===== src/snd_pkg.sv =====
/* audio path definitions
   sample widths, tone chip register map and the sample rate divider
*/

package snd_pkg;

    localparam int tone_w   = 16;
    localparam int snd_w    = 16;
    localparam int period_w = 12;

    // clock cycles per output sample
    localparam int sample_div = 8;
    localparam int div_w      = $clog2(sample_div);

    // tone chip registers, low two address bits
    localparam logic [1:0] reg_period_lo = 2'd0;
    localparam logic [1:0] reg_period_hi = 2'd1;
    localparam logic [1:0] reg_volume    = 2'd2;

    // clip limits of the mixed output
    localparam int snd_max = 2 ** (snd_w - 1) - 1;
    localparam int snd_min = -(2 ** (snd_w - 1));

endpackage


===== src/tone_chip.sv =====
`timescale 1ns/10ps

/* square wave tone chip
   12-bit period and 8-bit volume, phase advanced by the sample tick,
   registers readable on dout
*/

module tone_chip import snd_pkg::*; (
    input  logic                     clk,
    input  logic                     rst,
    input  logic                     we,
    input  logic [1:0]               reg_addr,
    input  logic [7:0]               wr_data,
    input  logic                     sample_tick,
    output logic [7:0]               dout,
    output logic signed [tone_w-1:0] tone
);

    logic [period_w-1:0]      period;
    logic [7:0]               volume;
    logic [period_w-1:0]      phase;
    logic                     pol;
    logic                     wrap;
    logic                     pol_next;
    logic                     period_wr;
    logic signed [tone_w-1:0] amp;

    assign wrap      = (period != '0) && (phase == period - 1'b1);
    assign pol_next  = wrap ? ~pol : pol;
    assign period_wr = we && (reg_addr == reg_period_lo || reg_addr == reg_period_hi);
    // volume times 128
    assign amp       = $signed({1'b0, volume, 7'd0});

    always_ff @(posedge clk) begin
        if (rst) begin
            period <= '0;
            volume <= '0;
            phase  <= '0;
            pol    <= 1'b0;
            tone   <= '0;
        end else begin
            if (we) begin
                case (reg_addr)
                    reg_period_lo: period[7:0] <= wr_data;
                    reg_period_hi: period[period_w-1:8] <= wr_data[period_w-9:0];
                    reg_volume:    volume <= wr_data;
                    default:       ;
                endcase
            end
            // a new period restarts the count
            if (period_wr) begin
                phase <= '0;
            end else if (sample_tick) begin
                phase <= (wrap || period == '0) ? '0 : phase + 1'b1;
            end
            if (sample_tick) begin
                pol  <= pol_next;
                tone <= pol_next ? amp : -amp;
            end
        end
    end

    always_comb begin
        case (reg_addr)
            reg_period_lo: dout = period[7:0];
            reg_period_hi: dout = {{(16 - period_w){1'b0}}, period[period_w-1:8]};
            reg_volume:    dout = volume;
            // status, current polarity
            default:       dout = {7'd0, pol};
        endcase
    end

    // phase stays inside the period across rewrites
    assert property (@(posedge clk) disable iff (rst) period != '0 |-> phase < period);

endmodule


===== config.mk =====
export PLATFORM = sky130hd
export DESIGN_NAME = tone_chip
export DESIGN_NICKNAME = d
export VERILOG_FILES = /design/src/snd_pkg.sv /design/src/tone_chip.sv
export SDC_FILE = /design/constraint.sdc
export NUM_CORES = 1
export LEC_CHECK = 0
export ABC_AREA = 1
export BUFFER_PORTS_ARGS = -buffer_cell sky130_fd_sc_hd__buf_2
export CORE_ASPECT_RATIO = 0.8
export CORE_MARGIN = 1.5
export CORE_UTILIZATION = 51
export CTS_CLUSTER_SIZE = 40
export DETAILED_ROUTE_END_ITERATION = 10
export PLACE_DENSITY = 0.79
export SYNTH_ARGS = -nofsm -noshare
export SYNTH_HDL_FRONTEND = slang
export SYNTH_SLANG_ARGS = --single-unit

===== constraint.sdc =====
create_clock -name clk -period 2 [get_ports clk]
set_clock_uncertainty 0.2 [all_clocks]
set_input_delay 0.1 -clock clk [delete_from_list [all_inputs] [get_ports clk]]
set_output_delay 0.1 -clock clk [all_outputs]
set_load 0.01 [all_outputs]

After elaboration in Yosys (flattened, before gate mapping)
Index checks and enable logic that the tools add are counted.

$add $sub $neg: 3. $mul: 0. Divide/modulo/power cells: 0. Magnitude comparators: 0. Equal/unequal tests: 3. Shift-type cells: 0. Mux-type cells: 4. Bitwise logic cells: 1. Reduce and logical (&&, ||, !) cells: 11.

Operators with widths (count): $pmux 8 s3 (1); $mux 16 (1); $neg 15->16 (1); $add 12x1->12 const B (1); $eq 12x12->1 (1); $logic_not 12->1 (1); $mux 12 (1); $reduce_bool 12->1 (1); $sub 12x1->12 const B (1); $reduce_and 2->1 (3); $eq 2x1->1 const B (1); $eq 2x2->1 const B (1); $logic_and 1x1->1 (2); $logic_not 2->1 (1); $logic_or 1x1->1 (2); $reduce_or 2->1 (1); $mux 1 (1); $not 1->1 (1).

Register bits after elaboration: 49. Bits in latches: 0. Memory bits (writable): 0. ROM bits: 0. Bits of input ports: 14. Memories: 0.

Depth between registers and ports, before layout
Depth in word-level cells: 5. Gate-level depth with buffers: 18.

Least setup slack after synthesis
No wires, ideal clock.

Kind: flip-flop to flip-flop. Start point: register period[0]. End point: register phase[8]. Arrival: 1.773 ns. Required time: 1.669 ns. Slack: -0.104 ns. Stages on the path, launching flop included: 18. Cell sequence: dfxtp_1 -> inv_2 -> ha_1 -> inv_1 -> nand2_1 -> nand2_1 -> nand2_1 -> nor2_1 -> nand2_1 -> nor2_1 -> nand2_1 -> nor2_4 -> nand2_1 -> nand2_1 -> nand2_1 -> nand3_1 -> buf_2 -> nor3b_1.

Cells in the longest elaborated chain, start to end: 5. Elaborated cells on any way between the ends: 7. Those cells by class: 1 x add/sub; 1 x eq/ne; 1 x mux; 4 x reduce/logical.

Ends and longest elaborated chain: start: declaration (line tone_chip.sv:19) `logic [period_w-1:0] period;`; start signal: assignment (line tone_chip.sv:44) `reg_period_lo: period[7:0] <= wr_data;`; start signal: indexed assignment (line tone_chip.sv:45) `reg_period_hi: period[period_w-1:8] <= wr_data[period_w-9:0];`; $sub 12x1->12 (line tone_chip.sv:28) `assign wrap = (period != '0) && (phase == period - 1'b1);`; $eq 12x12->1 (line tone_chip.sv:28); $logic_and 1x1->1 (line tone_chip.sv:28); $logic_or 1x1->1 (*) (line tone_chip.sv:54) `phase <= (wrap || period == '0) ? '0 : phase + 1'b1;`; $mux 12 (*) (line tone_chip.sv:54); end signal: assignment (line tone_chip.sv:54); end: declaration (line tone_chip.sv:21) `logic [period_w-1:0] phase;`.

Mark *: on every way between the ends. The rest lies on a longest branch, timed or not. A chain may end at the register's enable or synchronous reset.

Worst setup path after layout
Start point: register period[1]. End point: register tone[8].

Cells in the longest elaborated chain, start to end: 5. Elaborated cells on any way between the ends: 6. Those cells by class: 1 x add/sub; 1 x eq/ne; 2 x mux; 2 x reduce/logical.

Ends and longest elaborated chain: $sub 12x1->12 (line tone_chip.sv:28); $eq 12x12->1 (line tone_chip.sv:28); $logic_and 1x1->1 (*) (line tone_chip.sv:28); $mux 1 (*) (line tone_chip.sv:29) `assign pol_next = wrap ? ~pol : pol;`; $mux 16 (*) (line tone_chip.sv:58) `tone <= pol_next ? amp : -amp;`; end signal: assignment (line tone_chip.sv:58); end: declaration (line tone_chip.sv:16) `output logic signed [tone_w-1:0] tone`.

Marks and branches as above.

==> flow_summary.yaml <==
logic_synthesis:
  synthCells: 387
  synthArstFlopShare_pct: 0
  synth.avg_cell_area_sq_um: 6.60
  ys_ff_latch: 42
  synth_area_sq_um: 2550
  synth_edf_count: 0
  yosysWarnings: 0
  synthDistinctLibCells: 35
  seq_area_frac_synth_pct: 32.9
  synth_top_flop_cell: "dfxtp_1"
global_route:
  grt_pass1_wl_microns: 11500
  overflow: 0
  grt_start_max_net_pins: 22
  grt_pass1_vias: 2470
  antenna_found_initial: 0
  grt_use_total_pct: 28.2
sta:
  fin_crit_sh_pct: 110
  setup_viol: 20
  maxSlewViolCount: 0
  rsz0062_at_grt: "true"
  max-slew-margin-rel_pct: 58.8
  finalHoldViolCount: 0
  tightest_slew_ns: 0.617
  holdWs_ns: 0.0347
  period_minus_slack_ns: 2.21
  setup_ws_ns: -0.205
  fmax_mhz: 453
route:
  ant_nets: 0
  drtPass1Iterations: 7
  vias: 2789
  drt-total-wl_microns: 7360
  viasPerCell: 5.37
  drt_iter0_drc: 240
  wl_per_cell_microns: 14.2
  post-route-drc-count: 0
worst_setup_path:
  arrival_ns: 2.19
  crit_type: "reg2reg"
  cp-startpoint: "period[1]"
  worstSetupEndpointType: "flip-flop"
  reg2regPathDepth: 15
  r2r-end: "tone[8]"
  path_max_fanout: 9
  cp.required_ns: 1.99
  startpoint_type: "flip-flop"
  reg2reg_slack_ns: -0.21
  r2r-start: "period[1]"
floorplanning:
  start_util_pct: 54.3
  dieArea_sq_um: 5440
  fp.dieH_microns: 66.3
  core_sq_um: 4710
  io_pins: 38
  core.rowCount: 22
  die-width_microns: 82.1
worst_hold_path:
  hold_depth: 4
  hold_class: "in2reg"
  worstHoldStart: "sample_tick"
  hold_end: "phase[3]"
place:
  hpwlAfterDp_microns: 5280
  io_buffer_count: 30
  dp_slack_ns: -0.234
  gp_congestion: 0.919
clock_network:
  insertion_delay_ns: 0.30
  cts_root_buffer: "clkbuf_8"
  htree_num_levels: 2
  cts_tree: "done"
  cts_sinks: 42
  cts_buffers: 5
  clk_pin_slew_ns: 0.08
  cts_buffer_depth: 2
status:
  violations: "setup timing"
  outcome: "complete, but fails checks"
power:
  p_per_area_nw_per_um2: 659
  leakage_nw: 1.54
  p_total_mw: 2.19
  ir_drop_uv: 561
layout:
  n_fill_cell: 382
  ff_latch_area_sq_um: 843
  fin_nets: 477
  n_antenna_cell: 0
  multi_input_area_sq_um: 1570
  drive_above_1_share_pct: 23.7
  area_growth_pct: 30.3
flow_run:
  maxCapViolCount: 0
==> through the flow <==
step	setup TNS (ns)	cell area, sq um	std cells	utilization [%]
finish	-3.56	3330	519	70.7
global route	-6.99	3330	519	70.7
CTS	-2.91	3250	516	69.0
detailed placement	-3.01	2960	495	62.9
global placement	-2.58	2960	495	62.9
floorplan	-0.0964	2610	393	-
==> worst max-delay path: stages (launching register included) <==
cell and delay, ns:
dfxtp_2 0.36, inv_4 0.05, ha_4 0.27, nand2_1 0.05, nand2_1 0.07, nand2_1 0.05, nor2_1 0.08, nand2_1 0.06
nor2_1 0.08, nand2_1 0.09, nor2_4 0.16, nand4_4 0.20, nand2_4 0.16, nand2_1 0.09, nand3_2 0.07, a21oi_2 0.05
==> cell usage in the layout (no fill, tap or decap), drive strengths merged, types with 3 or more instances in the layout <==
master and count:
xor2 12, nand4 5, buf 59, conb 7, xnor2 4, nor3 7, o21ai 23, nand2 98
dfxtp 42, o22ai 4, clkbuf 7, nor2 53, ha 4, a21oi 28, inv 47, o221ai 3
nor3b 3, dlygate4sd3 14, nand3 32
==> routing by layer <==
layer,wire length (microns),vias to the layer above,GRT usage (%)
met5,0,-,0
met4,131,0,8.26
met3,626,17,6.34
met1,3500,1273,39.6
met2,3100,115,42.8
li1,-,1384,-
==> worst max path at each step <==
stage | endpoint | cells past startpoint
after detailed placement | tone[11] | 17
after global placement | tone[11] | 18
after global routing | tone[11] | 18
after CTS | tone[11] | 18
final | tone[8] | 15
after floorplan | tone[11] | 18
==> flip-flops by register name, summed over array words and instances, names as in the netlist <==
signal,cells
volume,8
pol,1
phase,12
tone,9
period,12
==> cell families after synthesis <==
logic type	count (synthesis)	synth area share, %
and+or+nand+nor	201	35.9
other	1	0.147
adders and majority gates	4	1.96
AOI/OAI and AO/OA	61	13.4
xor gates and xnor gates	16	5.49
buffers and inverters	62	10.2
DFF	42	32.9
==> repair_timing <==
item | in CTS | in global routing
pin swaps | 4 | 1
endpoints found under the setup margin | 21 | 21
setup buffers | 0 | 2
cloned | 0 | 1
hold endpoints to repair | 21 | 0
resized for setup | 7 | 9
hold buffers | 14 | 0
==> cell usage after synthesis, types with 5 or more instances <==
master | n | share of area, %
xor2_1 | 12 | 4.1
nor2_2 | 7 | 1.7
nor3_1 | 7 | 1.4
inv_2 | 6 | 0.88
dfxtp_1 | 42 | 33
nand3_1 | 31 | 6.1
o21ai_0 | 20 | 3.9
inv_1 | 41 | 6.0
nand2_2 | 5 | 1.2
nand2_1 | 91 | 13
buf_4 | 7 | 2.1
clkbuf_1 | 5 | 0.74
a21oi_1 | 25 | 4.9
nor2_1 | 44 | 6.5
==> cell type report <==
| cell class | instances | share of cell area, % |
|---|---|---|
| clock buffers | 6 | 2.48 |
| repair buffers | 74 | 16.5 |
| well taps | 60 | 2.26 |
| multi-input cells | 289 | 47.0 |
| clock inverters | 1 | 0.903 |
| inverters | 47 | 5.45 |
| flip-flops and latches | 42 | 25.3 |
==> where the power goes <==
| part | internal [mW] | switching (mW) | total (mW) |
|---|---|---|---|
| registers | 0.876 | 0.0386 | 0.914 |
| logic | 0.235 | 0.335 | 0.570 |
| clock network | 0.400 | 0.308 | 0.708 |
| total | 1.51 | 0.682 | 2.19 |
Note: power is estimated with default switching activity, not from simulation.
