$ cat config.mk
export PLATFORM = sky130hd
export DESIGN_NAME = snd_mixer
export DESIGN_NICKNAME = d
export VERILOG_FILES = /design/src/snd_pkg.sv /design/src/snd_mixer.sv
export SDC_FILE = /design/constraint.sdc
export NUM_CORES = 1
export LEC_CHECK = 0
export BUFFER_PORTS_ARGS = -buffer_cell sky130_fd_sc_hd__buf_2
export CAP_MARGIN = 15
export CORE_MARGIN = 2
export CORE_UTILIZATION = 39
export DETAILED_ROUTE_END_ITERATION = 7
export PLACE_DENSITY = 0.63
export SLEW_MARGIN = 20
export SYNTH_ARGS = -nofsm -noshare
export SYNTH_HDL_FRONTEND = slang
export SYNTH_SLANG_ARGS = --single-unit
$ cat constraint.sdc
create_clock -name clk -period 2.6 [get_ports clk]
set_input_delay 0.26 -clock clk [delete_from_list [all_inputs] [get_ports clk]]
set_output_delay 0.26 -clock clk [all_outputs]
set_load 0.01 [all_outputs]
$ cat src/snd_pkg.sv
/* audio path definitions
   sample widths, tone chip register map and the sample rate divider
*/

package snd_pkg;

    localparam int tone_w   = 16;
    localparam int snd_w    = 16;
    localparam int period_w = 12;

    // clock cycles per output sample
    localparam int sample_div = 8;
    localparam int div_w      = $clog2(sample_div);

    // tone chip registers, low two address bits
    localparam logic [1:0] reg_period_lo = 2'd0;
    localparam logic [1:0] reg_period_hi = 2'd1;
    localparam logic [1:0] reg_volume    = 2'd2;

    // clip limits of the mixed output
    localparam int snd_max = 2 ** (snd_w - 1) - 1;
    localparam int snd_min = -(2 ** (snd_w - 1));

endpackage

$ cat src/snd_mixer.sv
`timescale 1ns/10ps

/* sound mixer
   sample rate strobe for both tone chips and a clipped sum of their outputs
*/

module snd_mixer import snd_pkg::*; (
    input  logic                     clk,
    input  logic                     rst,
    input  logic signed [tone_w-1:0] tone0,
    input  logic signed [tone_w-1:0] tone1,
    output logic                     sample_tick,
    output logic signed [snd_w-1:0]  snd,
    output logic                     sample
);

    logic [div_w-1:0]        div_cnt;
    logic signed [tone_w:0]  sum;
    logic signed [snd_w-1:0] sat;

    assign sample_tick = div_cnt == div_w'(sample_div - 1);

    // one extra bit so the sum cannot wrap
    assign sum = tone0 + tone1;

    always_comb begin
        if (sum > snd_max) begin
            sat = snd_w'(snd_max);
        end else if (sum < snd_min) begin
            sat = snd_w'(snd_min);
        end else begin
            sat = sum[snd_w-1:0];
        end
    end

    always_ff @(posedge clk) begin
        if (rst) begin
            div_cnt <= '0;
            snd     <= '0;
            sample  <= 1'b0;
        end else begin
            div_cnt <= sample_tick ? '0 : div_cnt + 1'b1;
            sample  <= sample_tick;
            if (sample_tick) begin
                snd <= sat;
            end
        end
    end

    // sample lands on the first cycle of a new sample period
    assert property (@(posedge clk) disable iff (rst)
        sample |-> div_cnt == '0 && !sample_tick);

endmodule

; ---- After elaboration in Yosys (flattened, before gate mapping)
; Index checks and enable logic that the tools add are counted.
[totals]
reg_bits = 20
output_inout_bits = 18
input_bits = 34
[classes]
n_lt_le_gt_ge = 2
addsub = 2
muxes = 2
reduce_logical = 1
n_eq_ne = 1
[ops]
columns = cell, n
row1 = $mux 16, 2
row2 = $add 16x16->17, 1
row3 = $gt 17x16->1 const B, 1
row4 = $lt 17x16->1 const B, 1
row5 = $add 3x1->3 const B, 1
row6 = $eq 3x3->1 const B, 1
row7 = $reduce_or 2->1, 1

; ---- Depth between registers and ports, before layout
; Gate-level depths: netlist of run 1.
[logic_depth]
depth_word = 4
ltp_mapped = 10
depth_no_buf = 10

; ---- Worst setup path before layout of run 1
; OpenSTA, ideal clock, no wires.
[synth_path]
kind = in2reg
start = input port tone0[0]
end = register snd[10]
arrival_ps = 2291
path_slack_ps = 223
required_time_ps = 2514
setup_time_ps = 86
path_stages = 10
cell_sequence = ha_1 inv_1 fa_1 nand2b_1 a21oi_1 o21ai_1 o31a_2 buf_6 maj3_2 a211oi_1
[synth_via]
elab_chain_cells = 4
[synth_lines]
columns = element, line
row1 = "start, declared", snd_mixer.sv:10  ; input logic signed [tone_w-1:0] tone0,
row2 = $add 16x16->17 *, snd_mixer.sv:24  ; assign sum = tone0 + tone1;
row3 = $lt 17x16->1, snd_mixer.sv:29  ; end else if (sum < snd_min) begin
row4 = $mux 16, snd_mixer.sv:29
row5 = $mux 16 *, snd_mixer.sv:27  ; if (sum > snd_max) begin
row6 = "end signal, assigned", snd_mixer.sv:45  ; snd <= sat;
row7 = "end, declared", snd_mixer.sv:13  ; output logic signed [snd_w-1:0] snd,
; Every way passes the cells marked *; elsewhere a longest branch is shown, timed or not.
; A chain may end at the register's enable or synchronous reset.

; ---- Worst setup path in the final report of run 1
; Ends and elaborated chain as after synthesis.

==> results of run 1 <==
## worst max-delay path by stage
stage | endpoint | slack, ns | depth (start not counted)
finish | snd[10]$_SDFFE_PP0P_ | 0.27 | 10
global route | snd[3]$_SDFFE_PP0P_ | 0.07 | 10
CTS | snd[10]$_SDFFE_PP0P_ | 0.26 | 10
detailed placement | snd[10]$_SDFFE_PP0P_ | 0.01 | 10
global placement | snd[4]$_SDFFE_PP0P_ | 0.02 | 10
floorplan | snd[10]$_SDFFE_PP0P_ | 0.22 | 10
## metrics by stage
| stage | setup WS (ns) | utilization | hold slack (ns) |
|---|---|---|---|
| after floorplan | 0.223 | - | 0.398 |
| after global placement | 0.0180 | 0.478 | 0.412 |
| after detailed placement | 0.0107 | 0.478 | 0.412 |
| after CTS | 0.263 | 0.487 | 0.393 |
| after global routing | 0.0720 | 0.487 | 0.424 |
| final | 0.270 | 0.487 | 0.390 |
## where the power goes
| group | total, uW | internal (uW) | switching [uW] |
|---|---|---|---|
| Combinational | 408 | 195 | 212 |
| Clock | 193 | 103 | 90.1 |
| Sequential | 315 | 312 | 2.49 |
| Total | 915 | 611 | 305 |
## synthesized netlist by cell type, types with 2 or more instances
master / instances
a211oi_1: 8
a211oi_2: 4
a21o_1: 2
a21oi_1: 19
a221oi_1: 2
a311oi_1: 2
and2_1: 2
clkbuf_8: 6
dfxtp_1: 20
ha_1: 18
inv_1: 8
maj3_2: 10
nand2_1: 14
nand2b_1: 3
nand4_1: 2
nor2_1: 22
o211ai_2: 2
o21ai_0: 8
o21ai_1: 3
o21bai_1: 4
xnor2_1: 10
xor2_1: 5
## layer usage
metal  GRT usage  vias up
met2       0.229       37
met3      0.0155        4
li1            -      844
met5           0        -
met4      0.0314        0
met1       0.202      689
## final cells by class
cell class / count / area, um2 / area share
clock buffer: 3 / 41.3 / 0.0195
inverter: 9 / 33.8 / 0.0159
multi-input combinational: 162 / 1240 / 0.586
sequential: 20 / 400 / 0.189
tap: 52 / 65.1 / 0.0307
timing repair buffer: 62 / 338 / 0.159
## state kept, by name, indices dropped and copies added (netlist names)
register,flops
sample,1
div_cnt,3
snd,16
## logic make-up (layout without fill, tap and decap cells)
family / Yosys count / count (layout) / share of synthesized area
AOI/OAI and AO/OA: 67 / 67 / 0.280
and+or+nand+nor: 48 / 48 / 0.119
adders and majority gates: 30 / 30 / 0.208
DFF: 20 / 20 / 0.226
xor gates and xnor gates: 16 / 16 / 0.0897
buffers and inverters: 16 / 74 / 0.0720
muxes: 1 / 1 / 0.00565
==> flow_metrics.env, run 1 <==
export IMPL_synth_top_cell_by_area="dfxtp_1"
export IMPL_clockRootBuffer="clkbuf_8"
export IMPL_drt_met1_wl_mm=1.84
export IMPL_yosysWarningCount=0
export IMPL_cts_num_sinks=20
export IMPL_crit_fanout=11
export IMPL_finish_cell_count_without_fillers=308
export IMPL_setup_worst_path_start="tone0[0]"
export IMPL_finalHoldViolations=0
export IMPL_crit_reg2reg_capture="snd[11]$_SDFFE_PP0P_"
export IMPL_insertion_delay_ns=0.25
export IMPL_crit_type="input pin to register"
export IMPL_placement_rows=24
export IMPL_report_final_slew_viol_count=0
export IMPL_grt_max_degree=24
export IMPL_setup_worst_path_end_class="register"
export IMPL_crit_reg2reg_launch="div_cnt[0]$_SDFF_PP0_"
export IMPL_post_synth_inst_count=198
export IMPL_grt_first_pass_wirelength_mm=6.02
export IMPL_post_cts_resized_instances=0
export IMPL_die_area_um2=5100
export IMPL_post_route_period_util=0.896
export IMPL_worstHoldPathCells=2
export IMPL_cts_buffers_inserted=3
export IMPL_fillers=437
export IMPL_fp_coreArea_um2=4350
export IMPL_vias_in_the_first_global_route=1405
export IMPL_antenna_found_initial=0
export IMPL_met3_length_um=146
export IMPL_yosys_register_bits=20
export IMPL_synth_seq_area_share=0.226
export IMPL_routed_wirelength_mm=3.59
export IMPL_firstDrtPassIters=4
export IMPL_cp_cell_sequence="buf_2 > ha_1 > inv_1 > fa_1 > nand2b_1 > a21oi_1 > o21ai_1 > o31a_2 > maj3_2 > a211oi_1"
export IMPL_timing_final_setup_violations=0
export IMPL_synth_flop_cell="dfxtp_1"
export IMPL_dpl_cell_area_um2=2080
export IMPL_timing_critical_path_from_type="input pin"
export IMPL_antenna_diode_count=0
export IMPL_boundary_pins=52
export IMPL_clk_transition_reported_paths_ns=0.07
export IMPL_clock_path_buffers=2
export IMPL_combined_area_of_all_synthesized_cells_um2=1770
export IMPL_vdd_ir_drop_worst_mv=0.158
export IMPL_reg2reg_setup_slack_ns=1.17
export IMPL_max_freq_mhz=429
export IMPL_post_cts_setup_buffer_count=0
export IMPL_post_drt_via_cell_ratio=5.11
export IMPL_detail_route_iter0_violations=42
export IMPL_slew_headroom=0.708
export IMPL_syn_num_nets=251
export IMPL_max_cap_viols=0
export IMPL_synth_top_area_frac=0.226
export IMPL_setup_tns_ns=0
export IMPL_detailed_route_wire_length_per_cell_um=11.7
export IMPL_final_design_area_no_fill_um2=2120
export IMPL_critical_path_required_ns=2.77
export IMPL_initial_core_util=0.407
export IMPL_timing_reg2reg_worst_path_depth=6
export IMPL_postSynth_asyncResetShare=0
export IMPL_grt_setup_unrepaired="no"
export IMPL_die_w_um=71.4
export IMPL_min_period_ns=2.33
export IMPL_post_route_cells_drive_above_1_share=0.340
export IMPL_post_synth_edffs=0
export IMPL_p_leak_uw=0.000948
export IMPL_result_of_the_run="finished, final reports clean"
export IMPL_hold_path_end="snd[15]$_SDFFE_PP0P_"
export IMPL_min_delay_src="rst"
export IMPL_cpLargestDelayFamily="compound AO/OA/AOI/OAI gates"
export IMPL_ant_nets=0
export IMPL_timing_critical_path_buf_inv=2
export IMPL_arrival_time_worst_endpoint_ns=2.50
export IMPL_power_density_nw_per_um2=431
export IMPL_syn_area_per_cell_um2=8.95
export IMPL_globalRouteTotalUtil=0.141
export IMPL_routabilityCongestion=0.821
export IMPL_biggest_area_contributors_in_the_synthesized_netlist="dfxtp_1 (23%), ha_1 (13%), maj3_2 (6.4%), a21oi_1 (5.4%), xnor2_1 (4.9%)"
export IMPL_fin_total_pwr_uw=915
export IMPL_global_route_overflow_total=0
export IMPL_mostFrequentLayoutCells="buf_2 (51), nor2_1 (22), dfxtp_1 (20)"
export IMPL_area_delta_synth_final_pct=19.8
export IMPL_vias=1574
export IMPL_synthDistinctLibCells=46
export IMPL_top_layer_used="met4"
export IMPL_dpl_cell_count=305
export IMPL_mostFrequentLayoutCell="buf_2"
export IMPL_wl_met2_mm=1.58
export IMPL_final_setup_skew_ns=0.00295
export IMPL_cp_slowest_cell="o31a_2"
export IMPL_holdBufCountCts=0
export IMPL_hold_class="input pin to register"
export IMPL_drc_errors=0
export IMPL_die_h_um=71.4
export IMPL_design_final_nets=311
export IMPL_port_buffers=51
export IMPL_worst_pin_slew_ns=0.434
export IMPL_clock_tree_htree_level_count=1
export IMPL_hpwl_mm=2.99
export IMPL_clock_tree_from_tritoncts="built"
export IMPL_max_incr_delay_on_cp_ns=0.46
Power figures use the tool's default switching activity.
==> inputs of run 2 (changes only) <==
--- a/config.mk
+++ b/config.mk
@@ -7,7 +7,6 @@
 export LEC_CHECK = 0
 export BUFFER_PORTS_ARGS = -buffer_cell sky130_fd_sc_hd__buf_2
 export CAP_MARGIN = 15
-export CORE_MARGIN = 2
 export CORE_UTILIZATION = 39
 export DETAILED_ROUTE_END_ITERATION = 7
 export PLACE_DENSITY = 0.63
==> flow_metrics.env, run 2 (synthesis gave the netlist of run 1 again) <==
export IMPL_power_share_sequential=0.329
export IMPL_crit_fanout=2
export IMPL_cts_num_sinks=20
export IMPL_die_h_um=69.4
export IMPL_combinational_cell_fraction_of_total_power=0.425
export IMPL_min_period_ns=2.33
export IMPL_post_cts_setup_buffer_count=0
export IMPL_detailedPlace_worstSlack_ns=0.00761
export IMPL_detail_route_iter0_violations=98
export IMPL_timing_final_setup_violations=0
export IMPL_drc_errors=0
export IMPL_timing_critical_path_buf_inv=1
export IMPL_clock_tree_htree_level_count=1
export IMPL_area_delta_synth_final_pct=19.7
export IMPL_final_setup_skew_ns=0.00189
export IMPL_cp_cell_sequence="buf_2 > ha_1 > a211oi_1 > o21ai_0 > a221oi_1 > o221ai_1 > xnor2_1 > maj3_2 > a211oi_2"
export IMPL_cts_buffers_inserted=3
export IMPL_post_drt_via_cell_ratio=5.08
export IMPL_setup_worst_path_end_class="register"
export IMPL_cpLargestDelayFamily="compound AO/OA/AOI/OAI gates"
export IMPL_post_route_period_util=0.897
export IMPL_net_switching_power_uw=318
export IMPL_post_cts_resized_instances=0
export IMPL_timing_critical_path_from_type="input pin"
export IMPL_mostFrequentLayoutCells="buf_2 (51), nor2_1 (22), dfxtp_1 (20)"
export IMPL_clock_power_share=0.246
export IMPL_crit_type="input pin to register"
export IMPL_max_incr_delay_on_cp_ns=0.43
export IMPL_port_buffers=51
export IMPL_flip_flop_count_of_the_largest_register_all_copies_and_words_added=16
export IMPL_slew_headroom=0.698
export IMPL_report_final_slew_viol_count=0
export IMPL_cp_slowest_cell="a221oi_1"
export IMPL_switching_share=0.332
export IMPL_max_freq_mhz=429
export IMPL_power_density_nw_per_um2=451
export IMPL_ant_nets=0
export IMPL_clock_tree_from_tritoncts="built"
export IMPL_holdBufCountCts=0
export IMPL_global_route_overflow_total=0
export IMPL_intPower_uw=638
export IMPL_post_route_cells_drive_above_1_share=0.337
export IMPL_clock_path_buffers=2
export IMPL_final_design_area_no_fill_um2=2120
export IMPL_routabilityCongestion=0.792
export IMPL_worst_pin_slew_ns=0.450
export IMPL_antenna_diode_count=0
export IMPL_placement_rows=24
export IMPL_die_area_um2=4820
export IMPL_hpwl_mm=2.94
export IMPL_setup_tns_ns=0
export IMPL_arrival_time_worst_endpoint_ns=2.51
export IMPL_detailed_route_wire_length_per_cell_um=12.0
export IMPL_final_core_util=0.487
export IMPL_max_cap_viols=0
export IMPL_routed_wirelength_mm=3.69
export IMPL_result_of_the_run="finished, final reports clean"
export IMPL_die_w_um=69.4
export IMPL_globalRouteTotalUtil=0.163
export IMPL_finalHoldViolations=0
export IMPL_clockRootBuffer="clkbuf_8"
export IMPL_boundary_pins=52
export IMPL_biggestRegsByFlops="snd: 16 flops, div_cnt: 3 flops, sample: 1 flops"
export IMPL_grt_first_pass_wirelength_mm=6.64
export IMPL_final_setup_worst_slack_ns=0.267
export IMPL_critical_path_required_ns=2.78
export IMPL_vdd_ir_drop_worst_mv=0.154
export IMPL_p_leak_uw=0.000945
export IMPL_initial_core_util=0.407
export IMPL_vias=1561
export IMPL_vias_in_the_first_global_route=1472
export IMPL_clk_transition_reported_paths_ns=0.07
export IMPL_firstDrtPassIters=4
export IMPL_fp_coreArea_um2=4350
export IMPL_insertion_delay_ns=0.25
export IMPL_grt_max_degree=27
export IMPL_dpl_cell_area_um2=2070
export IMPL_grt_setup_unrepaired="no"
export IMPL_design_final_nets=309
export IMPL_top_register="snd"
export IMPL_hold_class="input pin to register"
export IMPL_antenna_found_initial=0
export IMPL_mostFrequentLayoutCell="buf_2"
run 2: routing by layer:
layer	share of wire	track usage	routed length, um
met1	0.53	0.236	1940
met5	0	0	0
met3	0.031	0.0203	114
met2	0.44	0.257	1620
met4	0.0049	0.0408	18
run 2: stage by stage:
| step | total power (uW) | hold slack [ns] | std cells |
|---|---|---|---|
| final | 956 | 0.407 | 307 |
| after global routing | 1020 | 0.419 | 307 |
| after CTS | 962 | 0.408 | 307 |
| after global placement | 724 | 0.413 | 303 |
| after floorplan | 637 | 0.398 | 198 |
| after detailed placement | 727 | 0.412 | 303 |
run 2: worst paths after layout:
check	startpoint	depth (start not counted)	endpoint	slack, ns
hold reg to reg	div_cnt[0]$_SDFF_PP0_	1	div_cnt[0]$_SDFF_PP0_	0.43
hold / removal	rst	2	snd[15]$_SDFFE_PP0P_	0.41
setup / recovery	tone0[1]	9	snd[13]$_SDFFE_PP0P_	0.27
setup reg to reg	div_cnt[0]$_SDFF_PP0_	5	snd[9]$_SDFFE_PP0P_	1.19
run 2: area by class of cell:
cell class                 instances  area, um2
timing repair buffer              60        323
tap                               52       65.1
inverter                           9       33.8
sequential                        20        400
clock buffer                       4       55.1
multi-input combinational        162       1240
fill                             439       2230
run 2: power by group through the flow:
stage | Combinational [uW] | Clock, uW | Sequential [uW]
after detailed placement | 405 | 0 | 322
after floorplan | 315 | 0 | 322
after global routing | 454 | 254 | 315
final | 406 | 235 | 314
after global placement | 403 | 0 | 322
after CTS | 409 | 239 | 315
